`src/design/llc_msg_pkg.sv`:
```
`default_nettype none

package llc_msg_pkg;

    localparam int ADDR_BITS = 16;  // Line address.
    localparam int SET_BITS  = 4;   // Set index, low bits of the address.
    localparam int BEAT_BITS = 3;   // DMA length field.

    typedef logic [ADDR_BITS-1:0] addr_t;
    typedef logic [SET_BITS-1:0]  set_t;
    typedef logic [BEAT_BITS-1:0] beat_t;

    typedef enum logic [1:0] {
        GETS = 2'd0,
        GETM = 2'd1,
        PUTM = 2'd2
    } coh_op_e;

    typedef enum logic {
        DMA_READ  = 1'b0,
        DMA_WRITE = 1'b1
    } dma_op_e;

    typedef struct packed {
        logic flush;  // 0 runs a reset walk, 1 a flush walk.
    } rst_msg_t;

    typedef struct packed {
        coh_op_e op;
        addr_t   addr;
    } req_msg_t;

    typedef struct packed {
        addr_t addr;
    } rsp_msg_t;

    typedef struct packed {
        dma_op_e op;
        addr_t   addr;
        beat_t   beats;  // Beats minus one.
    } dma_msg_t;

endpackage

`default_nettype wire

```
`src/design/llc_ctrl_pkg.sv`:
```
`default_nettype none

package llc_ctrl_pkg;

    typedef enum logic [3:0] {
        NONE             = 4'd0,
        RST_GET          = 4'd1,
        RST_RESUME       = 4'd2,
        FLUSH_RESUME     = 4'd3,
        RSP_GET          = 4'd4,
        REQ_GET          = 4'd5,
        REQ_STALLED      = 4'd6,
        DMA_GET          = 4'd7,
        DMA_READ_RESUME  = 4'd8,
        DMA_WRITE_RESUME = 4'd9
    } action_e;

    typedef enum logic [1:0] {
        DECODE = 2'd0,
        ACT    = 2'd1,
        EXEC   = 2'd2
    } round_e;

    typedef enum logic [3:0] {
        WALK_RST    = 4'd0,
        WALK_FLUSH  = 4'd1,
        RSP_DONE    = 4'd2,
        REQ_HIT     = 4'd3,
        REQ_MISS    = 4'd4,
        REQ_STALL   = 4'd5,
        DMA_BEAT_RD = 4'd6,
        DMA_BEAT_WR = 4'd7,
        RECALL      = 4'd8
    } evt_kind_e;

    typedef struct packed {
        evt_kind_e          kind;
        llc_msg_pkg::addr_t addr;
        llc_msg_pkg::beat_t beat;  // Zero for non-DMA events.
    } llc_evt_t;

    typedef struct packed {
        logic recall_pending;
        logic recall_valid;
        logic dma_read_pending;
        logic dma_write_pending;
        logic flush_stall;
        logic rst_stall;
        logic req_stall;
    } status_t;

endpackage

`default_nettype wire

```
`src/design/input_decoder.sv`:
```
`timescale 1ns/1ps
`default_nettype none

module input_decoder (
    input  wire                     clk,
    input  wire                     rst,
    input  wire                     rst_valid,
    input  wire                     rsp_valid,
    input  wire                     req_valid,
    input  wire                     dma_valid,
    input  wire llc_ctrl_pkg::status_t status,
    input  wire                     stalled_valid,
    input  wire                     decode_en,
    output logic                    update_from_stalled,
    output logic                    rst_ready,
    output logic                    rsp_ready,
    output logic                    req_ready,
    output logic                    dma_ready,
    output logic                    look,
    output llc_ctrl_pkg::action_e   action
);

    logic rst_q;
    logic rsp_q;
    logic req_q;
    logic dma_q;
    llc_ctrl_pkg::action_e act_next;

    always_ff @(posedge clk or negedge rst) begin
        if (!rst) begin
            rst_q <= 1'b0;
            rsp_q <= 1'b0;
            req_q <= 1'b0;
            dma_q <= 1'b0;
        end else begin
            rst_q <= rst_valid;
            rsp_q <= rsp_valid;
            req_q <= req_valid;
            dma_q <= dma_valid;
        end
    end

    // Fixed priority, evaluated only in the decode cycle.
    always_comb begin
        act_next = llc_ctrl_pkg::NONE;
        if (decode_en) begin
            if (status.recall_pending) begin
                if (!status.recall_valid) begin
                    if (rsp_q) begin
                        act_next = llc_ctrl_pkg::RSP_GET;  // Waiting on the recalled line.
                    end
                end else if (status.dma_read_pending) begin
                    act_next = llc_ctrl_pkg::DMA_READ_RESUME;
                end else if (status.dma_write_pending) begin
                    act_next = llc_ctrl_pkg::DMA_WRITE_RESUME;
                end
            end else if (status.rst_stall) begin
                act_next = llc_ctrl_pkg::RST_RESUME;
            end else if (status.flush_stall) begin
                act_next = llc_ctrl_pkg::FLUSH_RESUME;
            end else if (rst_q && !status.dma_read_pending && !status.dma_write_pending) begin
                act_next = llc_ctrl_pkg::RST_GET;
            end else if (rsp_q) begin
                act_next = llc_ctrl_pkg::RSP_GET;
            end else if (!status.req_stall && (stalled_valid || req_q)) begin
                if (stalled_valid) begin
                    act_next = llc_ctrl_pkg::REQ_STALLED;  // Older request goes first.
                end else begin
                    act_next = llc_ctrl_pkg::REQ_GET;
                end
            end else if (status.dma_read_pending) begin
                act_next = llc_ctrl_pkg::DMA_READ_RESUME;
            end else if (status.dma_write_pending) begin
                if (dma_q) begin
                    act_next = llc_ctrl_pkg::DMA_WRITE_RESUME;
                end
            end else if (dma_q && !status.req_stall) begin
                act_next = llc_ctrl_pkg::DMA_GET;
            end
        end
    end

    // Falls back to NONE outside decode, so every ready is one cycle wide.
    always_ff @(posedge clk or negedge rst) begin
        if (!rst) begin
            action <= llc_ctrl_pkg::NONE;
        end else begin
            action <= act_next;
        end
    end

    assign rst_ready = (action == llc_ctrl_pkg::RST_GET);
    assign rsp_ready = (action == llc_ctrl_pkg::RSP_GET);
    assign req_ready = (action == llc_ctrl_pkg::REQ_GET);
    assign update_from_stalled = (action == llc_ctrl_pkg::REQ_STALLED);

    // A recall resume replays the word already held.
    assign dma_ready = (action == llc_ctrl_pkg::DMA_GET) ||
                       ((action == llc_ctrl_pkg::DMA_WRITE_RESUME) && !status.recall_pending);

    assign look = (action inside {llc_ctrl_pkg::RSP_GET, llc_ctrl_pkg::REQ_GET,
                                  llc_ctrl_pkg::REQ_STALLED, llc_ctrl_pkg::DMA_GET}) ||
                  ((action inside {llc_ctrl_pkg::DMA_READ_RESUME,
                                   llc_ctrl_pkg::DMA_WRITE_RESUME}) && !status.recall_pending);

endmodule

`default_nettype wire

```
`src/design/input_regs.sv`:
```
`timescale 1ns/1ps
`default_nettype none

module input_regs (
    input  wire                         clk,
    input  wire                         rst,
    input  wire llc_msg_pkg::rst_msg_t  rst_msg,
    input  wire llc_msg_pkg::rsp_msg_t  rsp_msg,
    input  wire llc_msg_pkg::req_msg_t  req_msg,
    input  wire llc_msg_pkg::dma_msg_t  dma_msg,
    input  wire                         rst_ready,
    input  wire                         rsp_ready,
    input  wire                         req_ready,
    input  wire                         dma_ready,
    input  wire                         stall_load,
    input  wire                         update_from_stalled,
    output llc_msg_pkg::rst_msg_t       cur_rst,
    output llc_msg_pkg::rsp_msg_t       cur_rsp,
    output llc_msg_pkg::req_msg_t       cur_req,
    output llc_msg_pkg::dma_msg_t       cur_dma,
    output logic                        stalled_valid
);

    llc_msg_pkg::req_msg_t stalled_req;

    always_ff @(posedge clk) begin
        if (rst_ready) begin
            cur_rst <= rst_msg;
        end
        if (rsp_ready) begin
            cur_rsp <= rsp_msg;
        end
        if (req_ready) begin
            cur_req <= req_msg;
        end else if (update_from_stalled) begin
            cur_req <= stalled_req;  // Replay the parked request.
        end
        if (dma_ready) begin
            cur_dma <= dma_msg;
        end
        if (stall_load) begin
            stalled_req <= cur_req;
        end
    end

    always_ff @(posedge clk or negedge rst) begin
        if (!rst) begin
            stalled_valid <= 1'b0;
        end else if (stall_load) begin
            stalled_valid <= 1'b1;
        end else if (update_from_stalled) begin
            stalled_valid <= 1'b0;
        end
    end

endmodule

`default_nettype wire

```
`src/design/llc_frontend_top.sv`:
```
`timescale 1ns/1ps
`default_nettype none

module llc_frontend_top #(
    parameter int NUM_SETS = 16
) (
    input  wire                         clk,
    input  wire                         rst,
    input  wire                         rst_valid,
    input  wire llc_msg_pkg::rst_msg_t  rst_msg,
    input  wire                         rsp_valid,
    input  wire llc_msg_pkg::rsp_msg_t  rsp_msg,
    input  wire                         req_valid,
    input  wire llc_msg_pkg::req_msg_t  req_msg,
    input  wire                         dma_valid,
    input  wire llc_msg_pkg::dma_msg_t  dma_msg,
    output logic                        rst_ready,
    output logic                        rsp_ready,
    output logic                        req_ready,
    output logic                        dma_ready,
    output logic                        evt_valid,
    output llc_ctrl_pkg::llc_evt_t      evt,
    output logic                        mem_rd_valid,
    output llc_msg_pkg::addr_t          mem_rd_addr
);

    llc_ctrl_pkg::status_t status;
    llc_ctrl_pkg::action_e action;
    llc_msg_pkg::rst_msg_t cur_rst;
    llc_msg_pkg::rsp_msg_t cur_rsp;
    llc_msg_pkg::req_msg_t cur_req;
    llc_msg_pkg::dma_msg_t cur_dma;
    logic                  decode_en;
    logic                  look;
    logic                  stalled_valid;
    logic                  stall_load;
    logic                  update_from_stalled;

    input_decoder input_decoder_i (
        .clk                 (clk),
        .rst                 (rst),
        .rst_valid           (rst_valid),
        .rsp_valid           (rsp_valid),
        .req_valid           (req_valid),
        .dma_valid           (dma_valid),
        .status              (status),
        .stalled_valid       (stalled_valid),
        .decode_en           (decode_en),
        .update_from_stalled (update_from_stalled),
        .rst_ready           (rst_ready),
        .rsp_ready           (rsp_ready),
        .req_ready           (req_ready),
        .dma_ready           (dma_ready),
        .look                (look),
        .action              (action)
    );

    input_regs input_regs_i (
        .clk                 (clk),
        .rst                 (rst),
        .rst_msg             (rst_msg),
        .rsp_msg             (rsp_msg),
        .req_msg             (req_msg),
        .dma_msg             (dma_msg),
        .rst_ready           (rst_ready),
        .rsp_ready           (rsp_ready),
        .req_ready           (req_ready),
        .dma_ready           (dma_ready),
        .stall_load          (stall_load),
        .update_from_stalled (update_from_stalled),
        .cur_rst             (cur_rst),
        .cur_rsp             (cur_rsp),
        .cur_req             (cur_req),
        .cur_dma             (cur_dma),
        .stalled_valid       (stalled_valid)
    );

    llc_round_ctrl #(
        .NUM_SETS (NUM_SETS)
    ) llc_round_ctrl_i (
        .clk           (clk),
        .rst           (rst),
        .action        (action),
        .look          (look),
        .cur_rst       (cur_rst),
        .cur_rsp       (cur_rsp),
        .cur_req       (cur_req),
        .cur_dma       (cur_dma),
        .stalled_valid (stalled_valid),
        .decode_en     (decode_en),
        .status        (status),
        .stall_load    (stall_load),
        .evt_valid     (evt_valid),
        .evt           (evt),
        .mem_rd_valid  (mem_rd_valid),
        .mem_rd_addr   (mem_rd_addr)
    );

endmodule

`default_nettype wire

```
`src/design/llc_round_ctrl.sv`:
```
`timescale 1ns/1ps
`default_nettype none

module llc_round_ctrl #(
    parameter int NUM_SETS = 16
) (
    input  wire                         clk,
    input  wire                         rst,
    input  wire llc_ctrl_pkg::action_e  action,
    input  wire                         look,
    input  wire llc_msg_pkg::rst_msg_t  cur_rst,
    input  wire llc_msg_pkg::rsp_msg_t  cur_rsp,
    input  wire llc_msg_pkg::req_msg_t  cur_req,
    input  wire llc_msg_pkg::dma_msg_t  cur_dma,
    input  wire                         stalled_valid,
    output logic                        decode_en,
    output llc_ctrl_pkg::status_t       status,
    output logic                        stall_load,
    output logic                        evt_valid,
    output llc_ctrl_pkg::llc_evt_t      evt,
    output logic                        mem_rd_valid,
    output llc_msg_pkg::addr_t          mem_rd_addr
);

    localparam llc_msg_pkg::set_t LAST_SET = llc_msg_pkg::set_t'(NUM_SETS - 1);

    llc_ctrl_pkg::round_e  state;
    llc_ctrl_pkg::action_e act_q;
    llc_ctrl_pkg::status_t st;
    logic                  look_q;
    logic [NUM_SETS-1:0]   busy;
    llc_msg_pkg::set_t     walk_cnt;
    llc_msg_pkg::set_t     walk_idx;
    llc_msg_pkg::set_t     stall_set;
    llc_msg_pkg::set_t     recall_set;
    llc_msg_pkg::set_t     req_set;
    llc_msg_pkg::set_t     rsp_set;
    llc_msg_pkg::set_t     dma_set;
    llc_msg_pkg::addr_t    dma_base;
    llc_msg_pkg::addr_t    dma_base_x;
    llc_msg_pkg::addr_t    dma_addr_x;
    llc_msg_pkg::beat_t    dma_beat;
    llc_msg_pkg::beat_t    dma_cnt;
    llc_msg_pkg::beat_t    dma_idx_x;
    llc_msg_pkg::beat_t    dma_cnt_x;
    logic                  walk_flush;
    logic                  walk_last;
    logic                  dma_wr_x;
    logic                  dma_last;
    logic                  dma_new;
    logic                  req_busy;
    logic                  dma_busy;

    assign decode_en = (state == llc_ctrl_pkg::DECODE);
    assign status = st;
    assign mem_rd_addr = cur_req.addr;

    // A walk starts at set 0 on the command itself.
    assign walk_flush = (act_q == llc_ctrl_pkg::RST_GET) ? cur_rst.flush : st.flush_stall;
    assign walk_idx = (act_q == llc_ctrl_pkg::RST_GET) ? '0 : walk_cnt;
    assign walk_last = (walk_idx == LAST_SET);

    assign dma_new = (act_q == llc_ctrl_pkg::DMA_GET);
    assign dma_base_x = dma_new ? cur_dma.addr : dma_base;
    assign dma_idx_x = dma_new ? '0 : dma_beat;
    assign dma_cnt_x = dma_new ? cur_dma.beats : dma_cnt;
    assign dma_wr_x = dma_new ? (cur_dma.op == llc_msg_pkg::DMA_WRITE) : st.dma_write_pending;
    assign dma_addr_x = dma_base_x + llc_msg_pkg::addr_t'(dma_idx_x);
    assign dma_last = (dma_idx_x == dma_cnt_x);

    assign req_set = cur_req.addr[llc_msg_pkg::SET_BITS-1:0];
    assign rsp_set = cur_rsp.addr[llc_msg_pkg::SET_BITS-1:0];
    assign dma_set = dma_addr_x[llc_msg_pkg::SET_BITS-1:0];
    assign req_busy = look_q && busy[req_set];
    assign dma_busy = look_q && busy[dma_set];

    always_comb begin
        evt_valid = 1'b0;
        evt = '0;
        mem_rd_valid = 1'b0;
        stall_load = 1'b0;
        if (state == llc_ctrl_pkg::EXEC) begin
            case (act_q)
                llc_ctrl_pkg::RST_GET, llc_ctrl_pkg::RST_RESUME, llc_ctrl_pkg::FLUSH_RESUME: begin
                    evt_valid = 1'b1;
                    evt.kind = walk_flush ? llc_ctrl_pkg::WALK_FLUSH : llc_ctrl_pkg::WALK_RST;
                    evt.addr = llc_msg_pkg::addr_t'(walk_idx);
                end
                llc_ctrl_pkg::RSP_GET: begin
                    evt_valid = 1'b1;
                    evt.kind = llc_ctrl_pkg::RSP_DONE;
                    evt.addr = cur_rsp.addr;
                end
                llc_ctrl_pkg::REQ_GET, llc_ctrl_pkg::REQ_STALLED: begin
                    evt_valid = 1'b1;
                    evt.addr = cur_req.addr;
                    if (req_busy) begin
                        stall_load = 1'b1;
                        evt.kind = llc_ctrl_pkg::REQ_STALL;
                    end else if (cur_req.op == llc_msg_pkg::PUTM) begin
                        evt.kind = llc_ctrl_pkg::REQ_HIT;
                    end else begin
                        evt.kind = llc_ctrl_pkg::REQ_MISS;
                        mem_rd_valid = 1'b1;
                    end
                end
                llc_ctrl_pkg::DMA_GET, llc_ctrl_pkg::DMA_READ_RESUME,
                llc_ctrl_pkg::DMA_WRITE_RESUME: begin
                    evt_valid = 1'b1;
                    evt.addr = dma_addr_x;
                    if (dma_busy) begin
                        evt.kind = llc_ctrl_pkg::RECALL;
                    end else begin
                        evt.kind = dma_wr_x ? llc_ctrl_pkg::DMA_BEAT_WR : llc_ctrl_pkg::DMA_BEAT_RD;
                        evt.beat = dma_idx_x;
                    end
                end
                default: begin
                end
            endcase
        end
    end

    always_ff @(posedge clk or negedge rst) begin
        if (!rst) begin
            state <= llc_ctrl_pkg::EXEC;  // First round opens after release.
            act_q <= llc_ctrl_pkg::NONE;
            look_q <= 1'b0;
            st <= '0;
            busy <= '0;
            walk_cnt <= '0;
            dma_beat <= '0;
        end else begin
            case (state)
                llc_ctrl_pkg::DECODE: state <= llc_ctrl_pkg::ACT;
                llc_ctrl_pkg::ACT: state <= llc_ctrl_pkg::EXEC;
                default: state <= llc_ctrl_pkg::DECODE;
            endcase
            if (state == llc_ctrl_pkg::ACT) begin
                act_q <= action;
                look_q <= look;
            end
            if (state == llc_ctrl_pkg::EXEC) begin
                case (act_q)
                    llc_ctrl_pkg::RST_GET, llc_ctrl_pkg::RST_RESUME,
                    llc_ctrl_pkg::FLUSH_RESUME: begin
                        busy[walk_idx] <= 1'b0;
                        walk_cnt <= walk_idx + 1'b1;
                        st.rst_stall <= !walk_last && !walk_flush;
                        st.flush_stall <= !walk_last && walk_flush;
                    end
                    llc_ctrl_pkg::RSP_GET: begin
                        busy[rsp_set] <= 1'b0;
                        if (st.req_stall && stalled_valid && (stall_set == rsp_set)) begin
                            st.req_stall <= 1'b0;
                        end
                        if (st.recall_pending && (recall_set == rsp_set)) begin
                            st.recall_valid <= 1'b1;
                        end
                    end
                    llc_ctrl_pkg::REQ_GET, llc_ctrl_pkg::REQ_STALLED: begin
                        if (req_busy) begin
                            st.req_stall <= 1'b1;
                        end else if (cur_req.op != llc_msg_pkg::PUTM) begin
                            busy[req_set] <= 1'b1;  // Line is being filled.
                        end
                    end
                    llc_ctrl_pkg::DMA_GET, llc_ctrl_pkg::DMA_READ_RESUME,
                    llc_ctrl_pkg::DMA_WRITE_RESUME: begin
                        st.recall_pending <= dma_busy;
                        st.recall_valid <= 1'b0;
                        st.dma_read_pending <= (dma_busy || !dma_last) && !dma_wr_x;
                        st.dma_write_pending <= (dma_busy || !dma_last) && dma_wr_x;
                        dma_beat <= dma_busy ? dma_idx_x : dma_idx_x + 1'b1;
                    end
                    default: begin
                    end
                endcase
            end
        end
    end

    always_ff @(posedge clk) begin
        if (state == llc_ctrl_pkg::EXEC) begin
            if (dma_new) begin
                dma_base <= cur_dma.addr;
                dma_cnt <= cur_dma.beats;
            end
            if (stall_load) begin
                stall_set <= req_set;
            end
            if (evt.kind == llc_ctrl_pkg::RECALL && evt_valid) begin
                recall_set <= dma_set;
            end
        end
    end

endmodule

`default_nettype wire

```
`config.mk`:
```
export PLATFORM = sky130hd
export DESIGN_NAME = llc_frontend_top
export DESIGN_NICKNAME = d
export VERILOG_FILES = /design/src/design/llc_msg_pkg.sv /design/src/design/llc_ctrl_pkg.sv /design/src/design/input_decoder.sv /design/src/design/input_regs.sv /design/src/design/llc_frontend_top.sv /design/src/design/llc_round_ctrl.sv
export SDC_FILE = /design/constraint.sdc
export NUM_CORES = 1
export LEC_CHECK = 0
export BUFFER_PORTS_ARGS = -buffer_cell sky130_fd_sc_hd__buf_4
export CORE_AREA = 5 5 157 84
export CTS_BUF_LIST = sky130_fd_sc_hd__clkbuf_2
export DETAILED_ROUTE_END_ITERATION = 7
export DIE_AREA = 0 0 162 89
export MAX_ROUTING_LAYER = met4
export PLACE_DENSITY = 0.89
export SYNTH_ARGS = -nofsm -noshare
export SYNTH_HDL_FRONTEND = slang
export SYNTH_SLANG_ARGS = --single-unit
```
`constraint.sdc`:
```
create_clock -name clk -period 9.9 [get_ports clk]
set_clock_uncertainty 0.1 [all_clocks]
set_input_delay 0.99 -clock clk [delete_from_list [all_inputs] [get_ports clk]]
set_output_delay 0.99 -clock clk [all_outputs]
set_load 0.05 [all_outputs]
```
# After elaboration in Yosys (flattened, before gate mapping)
# Index checks and enable logic that the tools add are counted.
[classes]
bitwise = 5
muxes = 64
n_lt_le_gt_ge = 7
eq_ne = 30
reduce_logical = 50
addsub = 3
[op_table]
columns = ["cell", "n"]
rows = [
  ["$pmux 20 s4", 1],
  ["$mux 4", 16],
  ["$mux 16", 3],
  ["$pmux 16 s3", 1],
  ["$mux 18", 2],
  ["$and 16x16->16", 2],
  ["$eq 4x3->1 const B", 8],
  ["$not 16->16", 2],
  ["$eq 4x4->1 const B", 6],
  ["$mux 3", 8],
  ["$mux 1", 23],
  ["$mux 23", 1],
  ["$lt 4x5->1 const B", 4],
  ["$logic_and 1x1->1", 19],
  ["$add 16x3->16", 1],
  ["$or 16x16->16", 1],
  ["$demux 1 s4", 3],
  ["$ge 4x1->1 const B", 3],
  ["$reduce_bool 2->1", 5],
  ["$reduce_or 9->1", 1],
  ["$bmux 1 s4", 2],
  ["$eq 4x1->1 const B", 2],
  ["$eq 4x2->1 const B", 2],
  ["$eq 4x4->1", 2],
  ["other kinds (20)", 41],
]
[totals]
regBits = 146
in_bits = 61
output_inout_bits = 45

# Depth between registers and ports, before layout
[logic_depth]
ltp_word = 12
mapped_depth = 18
ltp_nobuf = 14

# Modules after synthesis
# From an unflattened synthesis, not the netlist that was laid out.
[unflattened]
hier_cells = 644
area_unflattened_um2 = 7601.0
[by_module_without_submodules]
columns = ["mod", "seq_area_each_um2", "area_per_inst_um2", "cells_each", "instances"]
rows = [
  ["llc_round_ctrl", 1737.9, 4643.2, 499, 1],
  ["input_regs", 2217.1, 2502.4, 97, 1],
  ["input_decoder", 200.2, 455.4, 48, 1],
]

# Least setup slack after synthesis
# No wires, ideal clock.
[synth_path]
kind = "register to output"
from = "register llc_round_ctrl_i.act_q[0]"
to = "output evt[1] (netlist name)"
arrival_time_ns = 3.985
path_buffers = 3
stages_incl_launch_ff = 14
path_slack_ns = 4.825
required_ns = 8.810
cell_sequence = "dfrtp_1 -> buf_4 -> nand4b_2 -> clkbuf_1 -> buf_1 -> and2_1 -> ha_1 -> inv_1 -> fa_1 -> mux4_2 -> mux2i_1 -> mux2_2 -> nor2_2 -> nor3_1"
[synth_rtl]
columns = ["item", "line_no", "rtl"]
rows = [
  ["start: declaration", "llc_round_ctrl.sv:28", "llc_ctrl_pkg::action_e act_q;"],
  ["start signal: assignment", "llc_round_ctrl.sv:127", "act_q <= llc_ctrl_pkg::NONE;"],
  ["start signal: assignment", "llc_round_ctrl.sv:140", "act_q <= action;"],
  ["end: declaration", "llc_frontend_top.sv:22", "output llc_ctrl_pkg::llc_evt_t evt,"],
]

==> flow_summary.yaml <==
status:
  status: "completed"
clock_network:
  clock_sinks: 142
  cts_max_level: 4
  clk_pin_slew_ns: 0.25
  root_buffer: "clkbuf_2"
  cts_resized: 0
  clock_latency_ns: 0.71
  cts_buffer_depth: 2
  tritoncts: "yes"
  post_cts_buffers: 0
  cts_buffers: 17
  holdBufCountCts: 0
global_route:
  busiest_layer: "met1"
  antenna_found_initial: 1
  gr-usage-met3_pct: 12.4
  grt_pass1_wl_um: 32800
  use_met2_pct: 40.4
  gr-usage-all-layers_pct: 31.9
  grt_pass1_vias: 5493
  grt_max_degree: 47
  grt_remaining_overflow: 0
  grt_use_met1_pct: 48.1
die:
  die_x_um: 162
  die_h_um: 89
  dieArea_sq_um: 14400
  rows: 28
  ioPinCount: 106
  start_util_pct: 62.8
  core_area_sq_um: 11600
yosys:
  synth_area_sq_um: 7260
  yosysSeqAreaShare_pct: 55.6
  synth_enable_flop_cells: 96
  yosysTopAreaCell: "edfxtp_1"
  ys_top_cells_by_area: "edfxtp_1 40%, dfrtp_1 16%, nand2_1 4.1%, mux2_2 3.9%, o21ai_0 3.1%"
  synth_top_area_share_pct: 39.7
  yosys_warnings: 0
  synth_nets: 720
  syn_area_per_cell_sq_um: 11.2
  ys_ff_latch: 142
  yosys_most_used_dff: "edfxtp_1"
  ys_types: 68
  ys_async_sr_fraction_pct: 32.4
  postSynthCellCount: 649
timing:
  setup_tns_ns: 0
  clock.fmax_mhz: 165
  post-route-min-period_ns: 6.07
  tightestPinTransition_ns: 1.16
  finalHoldViolCount: 0
  slew_viol_final: 0
  setup_violations: 0
  holdWs_ns: 0.157
  grt_setup_unrepaired: "false"
  fin_crit_sh_pct: 61.3
  relSlewSlack_pct: 22.5
route:
  drt_wl_total_um: 21900
  via_count: 5837
  viasPerCell: 6.52
  drc: 0
  first_pass_iters: 6
  drtIter0Drc: 744
  wl_per_cell_um: 24.5
  ant_nets: 0
layout:
  drive_gt1_share_pct: 25.5
  fin_nets: 802
  area_delta_synth_final_pct: 14.1
  nFillCells: 797
min_path:
  hp-class: "in2async"
placement:
  hpwl_um: 16600
  io_buffers: 105
  finalWeightedCongestion: 1.03
pwr:
  leakage_uw: 0.00328
  peakVddDrop_v: 0.0000824
  powerDensity_nw_per_um2: 201
worst_setup_path:
  crit_path_end_kind: "primary output"
  crit_path_max_incr_delay_ns: 1.03
  crit_slowest_cell: "and4b_1"
  worstSetupPathType: "reg2out"
  crit_chain: "and4b_1 -> nand2_1 -> nand2_1 -> ha_1 -> a21o_1 -> a21oi_1 -> xnor2_1 -> mux2_2 -> nor2_2 -> inv_2 -> ha_1 -> and2_1 -> buf_4"
  path_max_fanout: 23
  required_ns: 8.81
  arrival_ns: 4.98
  critPathLaunchType: "register"
run:
  max_cap_violations: 0
per-layer routing:
metal  vias up  routed length, um  part of all wire, %
met2       436               8570                   39
met1      2830               9780                   45
met5         -                  0                    0
li1       2539                  -                    -
met4         0                267                  1.2
met3        32               3320                   15
layout make-up:
type / count / area [sq um] / area share [%]
clock buffers: 17 / 85.1 / 1.03
well taps: 150 / 188 / 2.27
repair buffers: 112 / 841 / 10.2
multi-input cells: 429 / 2870 / 34.6
clock inverters: 15 / 149 / 1.80
diodes: 1 / 2.50 / 0.0302
inverters: 29 / 109 / 1.32
flip-flops and latches: 142 / 4040 / 48.8
worst paths after layout:
check                                                      startpoint                                        to  slack, ns  cells past startpoint
worst max-delay path            llc_round_ctrl_i.act_q[3]$_DFFE_PN0N_                                    evt[0]       3.83                     13
min in group clk                                            dma_valid           input_decoder_i.dma_q$_DFF_PN0_       0.28                      1
max in group asynchronous                                         rst      llc_round_ctrl_i.busy[7]$_DFFE_PN0P_       9.09                      1
worst min register to register     input_regs_i.cur_req[16]$_DFFE_PP_    input_regs_i.stalled_req[16]$_DFFE_PP_       0.42                      0
worst max register to register  llc_round_ctrl_i.act_q[3]$_DFFE_PN0N_  llc_round_ctrl_i.recall_set[2]$_DFFE_PP_       5.42                     11
worst min-delay path                                              rst  llc_round_ctrl_i.dma_beat[1]$_DFFE_PN0P_       0.16                      1
flip-flops by register name, summed over array words and instances (netlist names):
name,count
input_regs_i.cur_dma,20
input_decoder_i.rsp_q,1
input_decoder_i.rst_q,1
llc_round_ctrl_i.walk_cnt,4
llc_round_ctrl_i.act_q,4
input_regs_i.stalled_valid,1
llc_round_ctrl_i.dma_cnt,3
input_decoder_i.dma_q,1
input_regs_i.cur_rsp,16
input_decoder_i.req_q,1
input_regs_i.cur_rst,1
llc_round_ctrl_i.state,2
llc_round_ctrl_i.busy,16
llc_round_ctrl_i.dma_base,16
llc_round_ctrl_i.dma_beat,3
llc_round_ctrl_i.recall_set,4
input_decoder_i.action,4
input_regs_i.stalled_req,18
llc_round_ctrl_i.status,7
llc_round_ctrl_i.look_q,1
input_regs_i.cur_req,18
where the power goes:
group	switching (uW)	total, uW	leakage [uW]	internal, uW
registers	115	822	0.00146	707
logic	311	503	0.00168	192
clock network	240	340	0.000141	99.4
total	666	1660	0.00328	999
cell usage after synthesis, types with 9 or more instances:
cell type	count
a21oi_1	18
a22oi_1	16
a32oi_1	10
and2_1	9
buf_4	17
clkbuf_1	25
dfrtp_1	45
edfxtp_1	96
ha_1	9
inv_1	28
mux2_2	25
mux2i_1	17
nand2_1	80
nand3_1	18
nor2_1	42
nor2b_1	9
nor3_1	10
o21ai_0	45
xnor2_1	12
critical path, delay by kind of cell (launching register included):
| family | cells | cell delay (ns) |
|---|---|---|
| AO/OA/AOI/OAI | 2 | 0.53 |
| XOR/XNOR | 1 | 0.26 |
| adder cells (fa/ha/maj) | 2 | 0.46 |
| buffers and inverters | 2 | 0.28 |
| flip-flops | 1 | 0.60 |
| multiplexers | 1 | 0.43 |
| AND/OR/NAND/NOR | 5 | 1.70 |
cell usage in the layout, fill, tap and decap left out, types with 16 or more instances in the layout:
master / netlist / layout
buf_4: 17 / 112
edfxtp_1: 96 / 96
nand2_1: 80 / 80
o21ai_0: 45 / 45
dfrtp_1: 45 / 45
nor2_1: 42 / 42
inv_1: 28 / 28
mux2_2: 25 / 25
a21oi_1: 18 / 18
nand3_1: 18 / 18
mux2i_1: 17 / 17
clkbuf_2: 0 / 17
a22oi_1: 16 / 16
cells by family after synthesis:
group,after synthesis,synth area share [%]
simple gates,216,14.9
buf+inv,78,5.17
mux,48,7.97
fa+ha+maj,10,1.83
compound gates,135,12.1
xor+xnor,20,2.41
flops,142,55.6
metrics by stage:
step / power, uW / util, % / worst slack (ns) / instances / area [sq um]
2_1_floorplan: 1130 / - / 4.82 / 649 / 7260
3_3_place_gp: 1300 / 69.5 / 4.90 / 862 / 8040
3_5_place_dp: 1310 / 69.5 / 4.71 / 862 / 8040
4_1_cts: 1640 / 71.6 / 3.85 / 894 / 8270
5_1_grt: 1740 / 71.6 / 3.53 / 895 / 8280
6_report: 1660 / 71.6 / 3.83 / 895 / 8280
(Power assumes the default switching activity.)
